$ cat config.mk
export PLATFORM = sky130hd
export DESIGN_NAME = fetch_front
export DESIGN_NICKNAME = d
export VERILOG_FILES = /design/src/source/fetch_pkg.sv /design/src/source/branch_resolve.sv /design/src/source/fetch_buffer.sv /design/src/source/fetch_front.sv /design/src/source/pc_gen.sv
export SDC_FILE = /design/constraint.sdc
export NUM_CORES = 1
export LEC_CHECK = 0
export ABC_AREA = 1
export BUFFER_PORTS_ARGS = -buffer_cell sky130_fd_sc_hd__buf_2
export CORE_MARGIN = 1
export CORE_UTILIZATION = 43
export CTS_CLUSTER_SIZE = 20
export DETAILED_ROUTE_END_ITERATION = 10
export PLACE_DENSITY_LB_ADDON = 0.25
export SYNTH_ARGS = -nofsm -noshare
export SYNTH_HDL_FRONTEND = slang
export SYNTH_SLANG_ARGS = --single-unit
$ cat constraint.sdc
create_clock -name clk -period 3.3 [get_ports clk]
set_input_delay 0.165 -clock clk [delete_from_list [all_inputs] [get_ports clk]]
set_output_delay 0.165 -clock clk [all_outputs]
set_load 0.1 [all_outputs]
$ cat src/source/fetch_pkg.sv
package fetch_pkg;

    // basic widths
    typedef logic [31:0] word_t;
    // two instructions, lower word at the lower address
    typedef logic [63:0] pair_t;

    // boot pc after reset
    localparam word_t reset_vector = 32'hbfc0_0000;
    // general exception entrance
    localparam word_t exc_entrance = 32'hbfc0_0380;
    // one instruction pair per request
    localparam word_t fetch_stride = 32'd8;

    // primary opcodes handled by the branch unit
    typedef enum logic [5:0] {
        op_special = 6'h00,
        op_regimm  = 6'h01,
        op_j       = 6'h02,
        op_jal     = 6'h03,
        op_beq     = 6'h04,
        op_bne     = 6'h05,
        op_blez    = 6'h06,
        op_bgtz    = 6'h07
    } opcode_t;

    // rt field under regimm
    localparam logic [4:0] regimm_bltz = 5'h00;
    localparam logic [4:0] regimm_bgez = 5'h01;
    // function field under special
    localparam logic [5:0] funct_jr = 6'h08;

    // instruction bus, data follows one cycle after addr_ok
    typedef struct packed {
        logic  valid;
        word_t addr;
    } ibus_req_t;

    typedef struct packed {
        logic  addr_ok;
        pair_t data;
    } ibus_resp_t;

    // i-format view
    typedef struct packed {
        opcode_t     opcode;
        logic [4:0]  rs;
        logic [4:0]  rt;
        logic [15:0] imm;
    } itype_t;

    // j-format view
    typedef struct packed {
        opcode_t     opcode;
        logic [25:0] index;
    } jtype_t;

    // same word, two decodings
    typedef union packed {
        itype_t itype;
        jtype_t jtype;
    } instr_u;

    // instruction sitting in the branch slot
    typedef struct packed {
        logic   valid;
        word_t  pc;
        instr_u instr;
        word_t  rs_value;
        word_t  rt_value;
    } branch_slot_t;

    typedef struct packed {
        logic  taken;
        word_t target;
    } redirect_t;

    // commit stage controls
    typedef struct packed {
        logic  exc;
        logic  eret;
        word_t epc;
    } commit_t;

    // pair handed downstream, instr_hi sits at pc + 4
    typedef struct packed {
        logic  valid;
        word_t pc;
        logic  addr_error;
        word_t instr_lo;
        word_t instr_hi;
    } fetch_pair_t;

endpackage

$ cat src/source/branch_resolve.sv
`timescale 1ns/1ns

module branch_resolve (
    input  fetch_pkg::branch_slot_t branch_slot,
    output fetch_pkg::redirect_t    redirect
);

    fetch_pkg::instr_u  instr;
    fetch_pkg::itype_t  itype;
    fetch_pkg::jtype_t  jtype;
    fetch_pkg::word_t   pc_plus4;
    fetch_pkg::word_t   br_offset;
    fetch_pkg::word_t   br_target;
    fetch_pkg::word_t   j_target;
    logic signed [31:0] rs_signed;
    logic               rs_zero;
    logic               rs_neg;
    logic               cond;
    logic               jump;
    logic               is_jr;

    assign instr = branch_slot.instr;
    // two views of the same word
    assign itype = instr.itype;
    assign jtype = instr.jtype;

    // delay slot address is the base for both target kinds
    assign pc_plus4 = branch_slot.pc + 32'd4;

    // sign-extended word offset
    assign br_offset = {{14{itype.imm[15]}}, itype.imm, 2'b00};
    assign br_target = pc_plus4 + br_offset;

    // region of the delay slot, index, word aligned
    assign j_target = {pc_plus4[31:28], jtype.index, 2'b00};

    // zero compares on rs
    assign rs_signed = branch_slot.rs_value;
    assign rs_zero   = branch_slot.rs_value == 32'd0;
    assign rs_neg    = rs_signed < 0;

    // jr lives under special, funct in the low immediate bits
    assign is_jr = itype.imm[5:0] == fetch_pkg::funct_jr;

    always_comb begin
        cond = 1'b0;
        jump = 1'b0;
        redirect.target = br_target;
        case (itype.opcode)
            fetch_pkg::op_beq: begin
                cond = branch_slot.rs_value == branch_slot.rt_value;
            end
            fetch_pkg::op_bne: begin
                cond = branch_slot.rs_value != branch_slot.rt_value;
            end
            fetch_pkg::op_blez: begin
                cond = rs_neg | rs_zero;
            end
            fetch_pkg::op_bgtz: begin
                cond = ~rs_neg & ~rs_zero;
            end
            fetch_pkg::op_regimm: begin
                // rt selects the compare
                if (itype.rt == fetch_pkg::regimm_bltz) begin
                    cond = rs_neg;
                end else if (itype.rt == fetch_pkg::regimm_bgez) begin
                    cond = ~rs_neg;
                end
            end
            fetch_pkg::op_j, fetch_pkg::op_jal: begin
                jump = 1'b1;
                redirect.target = j_target;
            end
            fetch_pkg::op_special: begin
                if (is_jr) begin
                    jump = 1'b1;
                    redirect.target = branch_slot.rs_value;
                end
            end
            default: begin
                cond = 1'b0;
            end
        endcase
    end

    // only a valid slot redirects
    assign redirect.taken = branch_slot.valid & (cond | jump);

endmodule

$ cat src/source/fetch_buffer.sv
`timescale 1ns/1ns

module fetch_buffer (
    input  logic                    clk,
    input  logic                    reset,
    input  logic                    accept,
    input  logic                    misaligned,
    input  fetch_pkg::word_t        pc,
    input  fetch_pkg::ibus_resp_t   ibus_resp,
    input  logic                    out_ready,
    input  logic                    flush,
    output fetch_pkg::fetch_pair_t  fetch_pair,
    output logic                    hold
);

    logic             f1_valid;
    logic             f1_err;
    fetch_pkg::word_t f1_pc;
    logic             held_valid;
    fetch_pkg::pair_t held_data;
    fetch_pkg::pair_t pair_data;
    logic             load;

    // a new entry enters on a bus accept or a misaligned pc
    assign load = accept | misaligned;

    // slot full and not taken this cycle
    assign hold = f1_valid & ~out_ready;

    // fetch-1 valid and hold-buffer state
    always_ff @(posedge clk) begin
        if (reset) begin
            f1_valid   <= 1'b0;
            held_valid <= 1'b0;
        end else if (flush) begin
            // wrong-path entry dropped, incoming one too
            f1_valid   <= 1'b0;
            held_valid <= 1'b0;
        end else begin
            if (load) begin
                f1_valid <= 1'b1;
            end else if (!hold) begin
                f1_valid <= 1'b0;
            end
            // capture once, on the first stalled cycle
            if (hold && !held_valid) begin
                held_valid <= 1'b1;
            end else if (!hold) begin
                held_valid <= 1'b0;
            end
        end
    end

    // entry payload
    always_ff @(posedge clk) begin
        if (load) begin
            f1_pc  <= pc;
            f1_err <= misaligned;
        end
        // later bus data may belong to repeated requests, so keep the first
        if (hold && !held_valid) begin
            held_data <= ibus_resp.data;
        end
    end

    // live response in the first cycle, hold buffer afterwards
    always_comb begin
        if (f1_err) begin
            pair_data = '0;
        end else if (held_valid) begin
            pair_data = held_data;
        end else begin
            pair_data = ibus_resp.data;
        end
    end

    assign fetch_pair.valid      = f1_valid;
    assign fetch_pair.pc         = f1_pc;
    assign fetch_pair.addr_error = f1_err;
    assign fetch_pair.instr_lo   = pair_data[31:0];
    assign fetch_pair.instr_hi   = pair_data[63:32];

endmodule

$ cat src/source/fetch_front.sv
`timescale 1ns/1ns

module fetch_front (
    input  logic                    clk,
    input  logic                    reset,
    output fetch_pkg::ibus_req_t    ibus_req,
    input  fetch_pkg::ibus_resp_t   ibus_resp,
    input  fetch_pkg::branch_slot_t branch_slot,
    input  fetch_pkg::commit_t      commit,
    input  logic                    out_ready,
    output fetch_pkg::fetch_pair_t  fetch_pair
);

    fetch_pkg::redirect_t redirect;
    logic                 accept;
    logic                 misaligned;
    logic                 hold;

    // next pc and bus request
    pc_gen u_pc_gen (
        .clk        (clk),
        .reset      (reset),
        .ibus_resp  (ibus_resp),
        .redirect   (redirect),
        .commit     (commit),
        .hold       (hold),
        .ibus_req   (ibus_req),
        .accept     (accept),
        .misaligned (misaligned)
    );

    // slot branch outcome, also the fetch-1 flush
    branch_resolve u_branch_resolve (
        .branch_slot (branch_slot),
        .redirect    (redirect)
    );

    // fetch-1 stage and output pair
    fetch_buffer u_fetch_buffer (
        .clk        (clk),
        .reset      (reset),
        .accept     (accept),
        .misaligned (misaligned),
        .pc         (ibus_req.addr),
        .ibus_resp  (ibus_resp),
        .out_ready  (out_ready),
        .flush      (redirect.taken),
        .fetch_pair (fetch_pair),
        .hold       (hold)
    );

endmodule

$ cat src/source/pc_gen.sv
`timescale 1ns/1ns

module pc_gen (
    input  logic                   clk,
    input  logic                   reset,
    input  fetch_pkg::ibus_resp_t  ibus_resp,
    input  fetch_pkg::redirect_t   redirect,
    input  fetch_pkg::commit_t     commit,
    input  logic                   hold,
    output fetch_pkg::ibus_req_t   ibus_req,
    output logic                   accept,
    output logic                   misaligned
);

    fetch_pkg::word_t pc;
    fetch_pkg::word_t pc_next;
    fetch_pkg::word_t exc_target;
    fetch_pkg::word_t exc_save;
    fetch_pkg::word_t br_save;
    logic             exc_saved;
    logic             br_saved;
    logic             exc_live;
    logic             pc_bad;
    logic             bus_accept;
    logic             stall;
    logic             advance;
    logic             enter;

    // word alignment of the pair address
    assign pc_bad = pc[1:0] != 2'b00;

    // misaligned pc never goes on the bus
    assign ibus_req.valid = ~pc_bad;
    assign ibus_req.addr  = pc;

    assign bus_accept = ibus_req.valid & ibus_resp.addr_ok;

    // waiting on addr_ok, or fetch-1 slot still occupied
    assign stall   = (~bus_accept & ~pc_bad) | hold;
    assign advance = ~stall;

    assign exc_live   = commit.exc | commit.eret;
    // exception wins over eret if both show up
    assign exc_target = commit.exc ? fetch_pkg::exc_entrance : commit.epc;

    // any pending redirect makes the current pc wrong-path
    assign enter = advance & ~(exc_saved | br_saved | exc_live | redirect.taken);
    assign accept     = bus_accept & enter;
    assign misaligned = pc_bad & enter;

    // next pc priority
    always_comb begin
        if (exc_saved) begin
            pc_next = exc_save;
        end else if (exc_live) begin
            pc_next = exc_target;
        end else if (br_saved) begin
            pc_next = br_save;
        end else if (redirect.taken) begin
            pc_next = redirect.target;
        end else begin
            pc_next = pc + fetch_pkg::fetch_stride;
        end
    end

    // pc and saved-redirect flags
    always_ff @(posedge clk) begin
        if (reset) begin
            pc        <= fetch_pkg::reset_vector;
            exc_saved <= 1'b0;
            br_saved  <= 1'b0;
        end else if (advance) begin
            pc        <= pc_next;
            exc_saved <= 1'b0;
            br_saved  <= 1'b0;
        end else if (exc_live) begin
            // exception or eret replaces any saved branch
            exc_saved <= 1'b1;
            br_saved  <= 1'b0;
        end else if (redirect.taken && !exc_saved) begin
            br_saved <= 1'b1;
        end
    end

    // saved targets
    always_ff @(posedge clk) begin
        if (stall && exc_live) begin
            exc_save <= exc_target;
        end
        if (stall && redirect.taken) begin
            br_save <= redirect.target;
        end
    end

endmodule

==> results of run 1 <==
## final cells by class
cell class,count,area (sq um)
multi-input cells,1358,6800
fillers,2799,12300
well taps,390,488
flip-flops and latches,197,5560
repair buffers,554,3480
inverters,173,652
clock buffers,17,425
clock inverters,15,141
## per-layer routing
layer | wire length, um | track usage
met4 | 1340 | 0.111
met2 | 22400 | 0.497
met1 | 19300 | 0.375
met5 | 0 | 0
met3 | 3260 | 0.0496
## state kept, by name, indices dropped and copies added (netlist names)
register,cells
u_fetch_buffer.f1_err,1
u_fetch_buffer.f1_pc,32
u_pc_gen.pc,32
u_fetch_buffer.held_valid,1
u_fetch_buffer.f1_valid,1
u_pc_gen.exc_saved,1
u_pc_gen.br_saved,1
u_pc_gen.br_save,32
u_fetch_buffer.held_data,64
u_pc_gen.exc_save,32
## cell usage in the layout (no fill, tap or decap), types with 13 or more instances in the layout
cell type	n
dlygate4sd3_1	73
o21ai_0	27
dfxtp_1	35
nor2_1	231
xor2_1	29
buf_4	117
nand2_1	561
inv_1	162
nor3_1	17
buf_2	361
edfxtp_1	161
a22oi_1	23
a21oi_1	122
clkbuf_16	17
or2_2	13
nand4_1	21
xnor2_1	43
nand3_1	103
o21ai_1	22
ha_1	32
nor2_2	19
## cells by family after synthesis
kind of cell,count (synthesis),synth area share
adders and majority gates,34,0.0328
DFF,197,0.421
AOI/OAI and AO/OA,237,0.102
buffers and inverters,236,0.0719
xor gates and xnor gates,72,0.0478
and+or+nand+nor,1015,0.325
## through the flow
| step | instance area [sq um] | std cells |
|---|---|---|
| after detailed placement | 16200 | 2599 |
| final | 17500 | 2704 |
| after global routing | 17500 | 2704 |
| after global placement | 16200 | 2599 |
| after CTS | 17500 | 2704 |
| after floorplan | 13200 | 1791 |
## critical path: cells and delay by family
kind	cells	cell delay, ps
AO/OA/AOI/OAI	2	180
buffers and inverters	10	940
AND/OR/NAND/NOR	19	1670
adder cells (fa/ha/maj)	1	380
## where the power goes
| part | switching (mW) | internal, mW | leakage (nW) |
|---|---|---|---|
| combinational | 1.83 | 0.743 | 6.29 |
| clock | 1.01 | 1.00 | 0.278 |
| sequential | 0.136 | 2.86 | 1.77 |
| total | 2.98 | 4.60 | 8.34 |
## worst paths after layout
check | startpoint | to | slack (ps) | depth (start not counted)
worst max-delay path | branch_slot[100] | u_pc_gen.pc[20] | 300 | 32
worst min-delay path | commit[8] | u_pc_gen.exc_save[8] | 40 | 2
worst max register to register | u_pc_gen.pc[3] | u_pc_gen.pc[29] | 660 | 13
worst min register to register | u_pc_gen.pc[4] | u_pc_gen.pc[4] | 530 | 2
## timing repair
action,CTS,global route
endpoints found under the setup margin,0,22
hold buffers,73,0
resized for setup,0,26
endpoints found under the hold margin,73,0
buffers inserted,0,0
==> results.sh, run 1 <==
export IMPL_grt_pass1_vias=13300
export IMPL_max_stage_delay_ps=380
export IMPL_ys_top_cells_by_area="edfxtp_1 37%, nand2_1 16%, nor2_1 7.0%"
export IMPL_grt_overflow_total=0
export IMPL_final_util=0.587
export IMPL_critPathKind="input pin to flop"
export IMPL_cts_buffers=17
export IMPL_grt_max_degree=66
export IMPL_grt_util_all_layers=0.294
export IMPL_die_h_um=177
export IMPL_top_level_ports=362
export IMPL_place_hpwl_um=35300
export IMPL_root_buffer="clkbuf_16"
export IMPL_cp_required_ps=3640
export IMPL_syn_area_sq_mm=0.0132
export IMPL_cts_max_path_buffers=2
export IMPL_synth_fp_nets=2056
export IMPL_yosysSeqAreaShare=0.421
export IMPL_rsz0062_at_grt="true"
export IMPL_cts_clk_slew_worst_paths_ps=70
export IMPL_diodes=0
export IMPL_rows=63
export IMPL_cts_tree="done"
export IMPL_synth_edf_count=161
export IMPL_path_common_cell="nand2_1"
export IMPL_yosysTopAreaCellShare=0.366
export IMPL_cp_slowest_cell="ha_1"
export IMPL_synth_area_per_cell_sq_um=7.37
export IMPL_synth_warnings=0
export IMPL_yosys_most_used_dff="edfxtp_1"
export IMPL_clkLatencyLatePin_ps=450
export IMPL_io_buffers=361
export IMPL_wirelength_um=46300
export IMPL_ys_ff_latch=197
export IMPL_dr_pass1_iters=7
export IMPL_wl_per_cell_um=17.1
export IMPL_hold_viol=0
export IMPL_cp_start_kind="input pin"
export IMPL_finalSetupViolCount=0
export IMPL_worst_pin_slew_ps=1180
export IMPL_slew_headroom=0.216
export IMPL_worstHoldPathType="input pin to flop"
export IMPL_finalClockSkew_ps=12.6
export IMPL_grt_pass1_wl_um=70800
export IMPL_drive_above_1_share=0.256
export IMPL_vias_per_cell=5.15
export IMPL_layout_setup_ws_ps=302
export IMPL_synthCells=1791
export IMPL_drtIter0Drc=1260
export IMPL_leakage_nw=8.34
export IMPL_fin_setup_tns_ps=0
export IMPL_cap_viol_max_count=0
export IMPL_clock_fmax_ghz=0.334
export IMPL_status="completed"
export IMPL_final_period_utilization=0.908
export IMPL_htreeDepth=4
export IMPL_clkSinkCount=197
export IMPL_whs_ps=35.2
export IMPL_p_per_area_mw_per_mm2=432
export IMPL_syn2layout_area_growth_pct=33.0
export IMPL_critPathMaxFanout=4
export IMPL_synth_most_common_cell="nand2_1"
export IMPL_chipWidth_um=177
export IMPL_cp_arrival_ps=3340
export IMPL_synthTopCellsByCount="562 x nand2_1, 247 x nor2_1, 163 x inv_1"
export IMPL_drv_slew=0
export IMPL_initial_core_util=0.442
export IMPL_antenna_found_initial=0
export IMPL_critPathCaptureType="flop"
export IMPL_ir_worst_vdd_v=0.000372
export IMPL_core_area_sq_mm=0.0299
export IMPL_total_power_mw=7.58
export IMPL_min_period_ps=3000
export IMPL_yosys_area_top_type="edfxtp_1"
export IMPL_ant_nets=0
export IMPL_drc_errors=0
export IMPL_yosysUniqueCellTypes=52
export IMPL_dr_total_vias=13900
export IMPL_dp_slack_ps=-285
export IMPL_gp_congestion=0.966
export IMPL_finalNetCount=2566
export IMPL_die_area_sq_mm=0.0314
export IMPL_async_flop_share=0
No activity file was read; power rests on OpenSTA's default activity.
==> run 2, diff against run 1 <==
--- a/config.mk
+++ b/config.mk
@@ -5,10 +5,9 @@
 export SDC_FILE = /design/constraint.sdc
 export NUM_CORES = 1
 export LEC_CHECK = 0
-export ABC_AREA = 1
 export BUFFER_PORTS_ARGS = -buffer_cell sky130_fd_sc_hd__buf_2
 export CORE_MARGIN = 1
-export CORE_UTILIZATION = 43
+export CORE_UTILIZATION = 44
 export CTS_CLUSTER_SIZE = 20
 export DETAILED_ROUTE_END_ITERATION = 10
 export PLACE_DENSITY_LB_ADDON = 0.25
==> results.sh, run 2 <==
export IMPL_gp_congestion=0.942
export IMPL_final_cells=2116
export IMPL_critPathMaxFanout=4
export IMPL_r2r_end="u_pc_gen.pc[29]"
export IMPL_rr_worst_depth=10
export IMPL_yosys_area_top_type="edfxtp_1"
export IMPL_cap_viol_max_count=0
export IMPL_rsz0062_at_grt="true"
export IMPL_dr_pass1_iters=5
export IMPL_ant_nets=0
export IMPL_clkSinkCount=197
export IMPL_p_per_area_mw_per_mm2=465
export IMPL_drc_errors=0
export IMPL_wl_per_cell_um=20.4
export IMPL_cts_tree="done"
export IMPL_layout_commonest_cell="buf_2"
export IMPL_final_seq_area_sq_mm=0.00557
export IMPL_min_from="commit[31]"
export IMPL_min_period_ps=3190
export IMPL_io_buffers=361
export IMPL_slew_headroom=0.384
export IMPL_top_level_ports=362
export IMPL_wirelength_um=43100
export IMPL_drtIter0Drc=1016
export IMPL_finalNetCount=2026
export IMPL_yosysTopAreaCellShare=0.398
export IMPL_cts_setup_buffers=0
export IMPL_place_area_sq_mm=0.0155
export IMPL_cp_start_kind="input pin"
export IMPL_grt_overflow_total=0
export IMPL_core_area_sq_mm=0.0270
export IMPL_critPathKind="input pin to flop"
export IMPL_leakage_nw=6.83
export IMPL_cp_cell_sequence="buf_2 -> and3_1 -> nand3_1 -> nor2_4 -> nand2_1 -> nor2_2 -> nand3_1 -> xnor2_1 -> ha_1 -> buf_4 -> a21oi_1 -> o21bai_1 -> a21oi_1 -> mux2i_1 -> a22o_1 -> a21oi_1 -> o21ai_0 -> o21ai_1 -> o21ai_0"
export IMPL_die_area_sq_mm=0.0283
export IMPL_async_flop_share=0
export IMPL_synth_warnings=0
export IMPL_top_register="u_fetch_buffer.held_data"
export IMPL_cp_required_ps=3580
export IMPL_synth_fp_nets=1478
export IMPL_yosysSeqAreaShare=0.457
export IMPL_cts_max_path_buffers=2
export IMPL_synth_area_per_cell_sq_um=10.0
export IMPL_holdPathStages=2
export IMPL_critPathCaptureType="flop"
export IMPL_yosysUniqueCellTypes=76
export IMPL_ys_ff_latch=197
export IMPL_finalClockSkew_ps=17.7
export IMPL_vias_per_cell=5.72
export IMPL_synthCells=1213
export IMPL_synth_edf_count=161
export IMPL_synth_most_common_cell="edfxtp_1"
export IMPL_r2r_start="u_pc_gen.pc[3]"
export IMPL_syn_area_sq_mm=0.0121
export IMPL_synthTopCellsByCount="161 x edfxtp_1, 133 x nor2_1, 88 x nand2_1"
export IMPL_final_period_utilization=0.966
export IMPL_final_util=0.621
export IMPL_path_common_cell="a21oi_1"
export IMPL_dr_total_vias=12100
export IMPL_grt_util_all_layers=0.299
export IMPL_worst_pin_slew_ps=918
export IMPL_syn2layout_area_growth_pct=38.1
export IMPL_die_h_um=168
export IMPL_finalSetupViolCount=0
export IMPL_rrSetupSlack_ps=420
export IMPL_grt_pass1_wl_um=65300
export IMPL_final_cell_area_sq_mm=0.0168
export IMPL_chipWidth_um=168
export IMPL_initial_core_util=0.449
export IMPL_status="completed"
export IMPL_root_buffer="clkbuf_16"
export IMPL_fillers=2250
export IMPL_dpl_cell_count=2019
export IMPL_worstHoldPathType="input pin to flop"
export IMPL_final_cell_mix="361 x buf_2, 161 x edfxtp_1, 157 x buf_4"
export IMPL_cts_buffers=17
export IMPL_cp_slowest_cell="ha_1"
export IMPL_place_hpwl_um=32500
export IMPL_ir_worst_vdd_v=0.000458
export IMPL_grt_pass1_vias=11800
export IMPL_max_stage_delay_ps=290
export IMPL_hold_end="u_pc_gen.exc_save[31]"
export IMPL_drive_above_1_share=0.352
export IMPL_htreeDepth=4
export IMPL_largest_register_ffs=64
export IMPL_rows=60
export IMPL_clock_fmax_ghz=0.314
export IMPL_antenna_found_initial=1
export IMPL_multi_input_area_sq_mm=0.00634
export IMPL_yosys_most_used_dff="edfxtp_1"
export IMPL_ys_top_cells_by_area="edfxtp_1 40%, mux2i_1 6.1%, dfxtp_1 5.9%"
export IMPL_grt_max_degree=66
export IMPL_cts_clk_slew_worst_paths_ps=70
export IMPL_cp_arrival_ps=3460
export IMPL_hold_viol=0
export IMPL_drv_slew=0
export IMPL_clkLatencyLatePin_ps=440
## run 2: changes by cell type after synthesis, moves of 10 or more
cell,change
nand2_1,-474
inv_1,-139
nor2_1,-114
mux2i_1,+74
nand3_1,-60
a21oi_1,-58
xnor2_1,+39
nor2b_1,+24
o21ai_0,+22
o22ai_1,+18
and3_1,+10
nand2_2,-10
nand2b_1,+10
## run 2: how the worst max path moves through the flow
stage | startpoint | to | slack (ps) | depth (start not counted)
3_5_place_dp | branch_slot[100] | u_pc_gen.pc[23] | -410 | 16
3_3_place_gp | branch_slot[100] | u_pc_gen.pc[31] | -360 | 17
5_1_grt | branch_slot[100] | u_pc_gen.pc[24] | -30 | 19
6_report | branch_slot[100] | u_pc_gen.pc[30] | 110 | 19
4_1_cts | branch_slot[100] | u_pc_gen.pc[23] | 30 | 16
2_1_floorplan | u_pc_gen.pc[0] | u_pc_gen.exc_save[0] | 10 | 4
## run 2: per-stage QoR
| stage | setup TNS [ps] | worst slack [ps] | hold WS, ps | power [mW] |
|---|---|---|---|---|
| finish | 0 | 113 | 24.2 | 7.80 |
| floorplan | 0 | 10.8 | 264 | 4.76 |
| global placement | -3850 | -362 | 358 | 5.61 |
| detailed placement | -4840 | -410 | 360 | 5.64 |
| global route | -39.0 | -30.0 | 22.7 | 8.08 |
| CTS | 0 | 27.1 | 3.43 | 7.80 |
## run 2: final cells by class
type / instances / share of cell area
antenna: 1 / 0.000149
clock buffer: 17 / 0.0254
timing repair buffer: 587 / 0.222
tap: 341 / 0.0254
inverter: 25 / 0.00559
multi-input combinational: 933 / 0.378
sequential: 197 / 0.332
clock inverter: 15 / 0.0113
## run 2: worst max-delay path, delay by kind of cell
family	cells	cell delay, ps
compound gates	8	1450
simple gates	6	950
fa+ha+maj	1	290
buf+inv	2	270
xor+xnor	1	220
mux	1	110
## run 2: per-layer routing
layer / track usage / wire [um] / up-vias
li1: - / - / 5655
met3: 0.0487 / 3120 / 106
met4: 0.126 / 1680 / 0
met1: 0.383 / 17900 / 5765
met5: 0 / 0 / -
met2: 0.501 / 20500 / 568
## run 2: kinds of logic after synthesis
kind of cell             count (synthesis)  synth area share
AND/OR/NAND/NOR                        403             0.162
AO/OA/AOI/OAI                          310             0.174
flip-flops                             197             0.457
XOR/XNOR                               110            0.0793
buffers and inverters                   83            0.0295
multiplexers                            76            0.0628
adder cells (fa/ha/maj)                 34            0.0356
## run 2: repair_timing
item,4_1_cts,5_1_grt
hold buffers,64,0
resized for setup,0,16
endpoints found under the setup margin,0,13
hold endpoints to repair,64,0
## run 2: report_power, final
group / switching (mW) / internal [mW] / total (mW)
Sequential: 0.133 / 2.87 / 3.00
Clock: 1.07 / 1.03 / 2.10
Combinational: 1.84 / 0.853 / 2.69
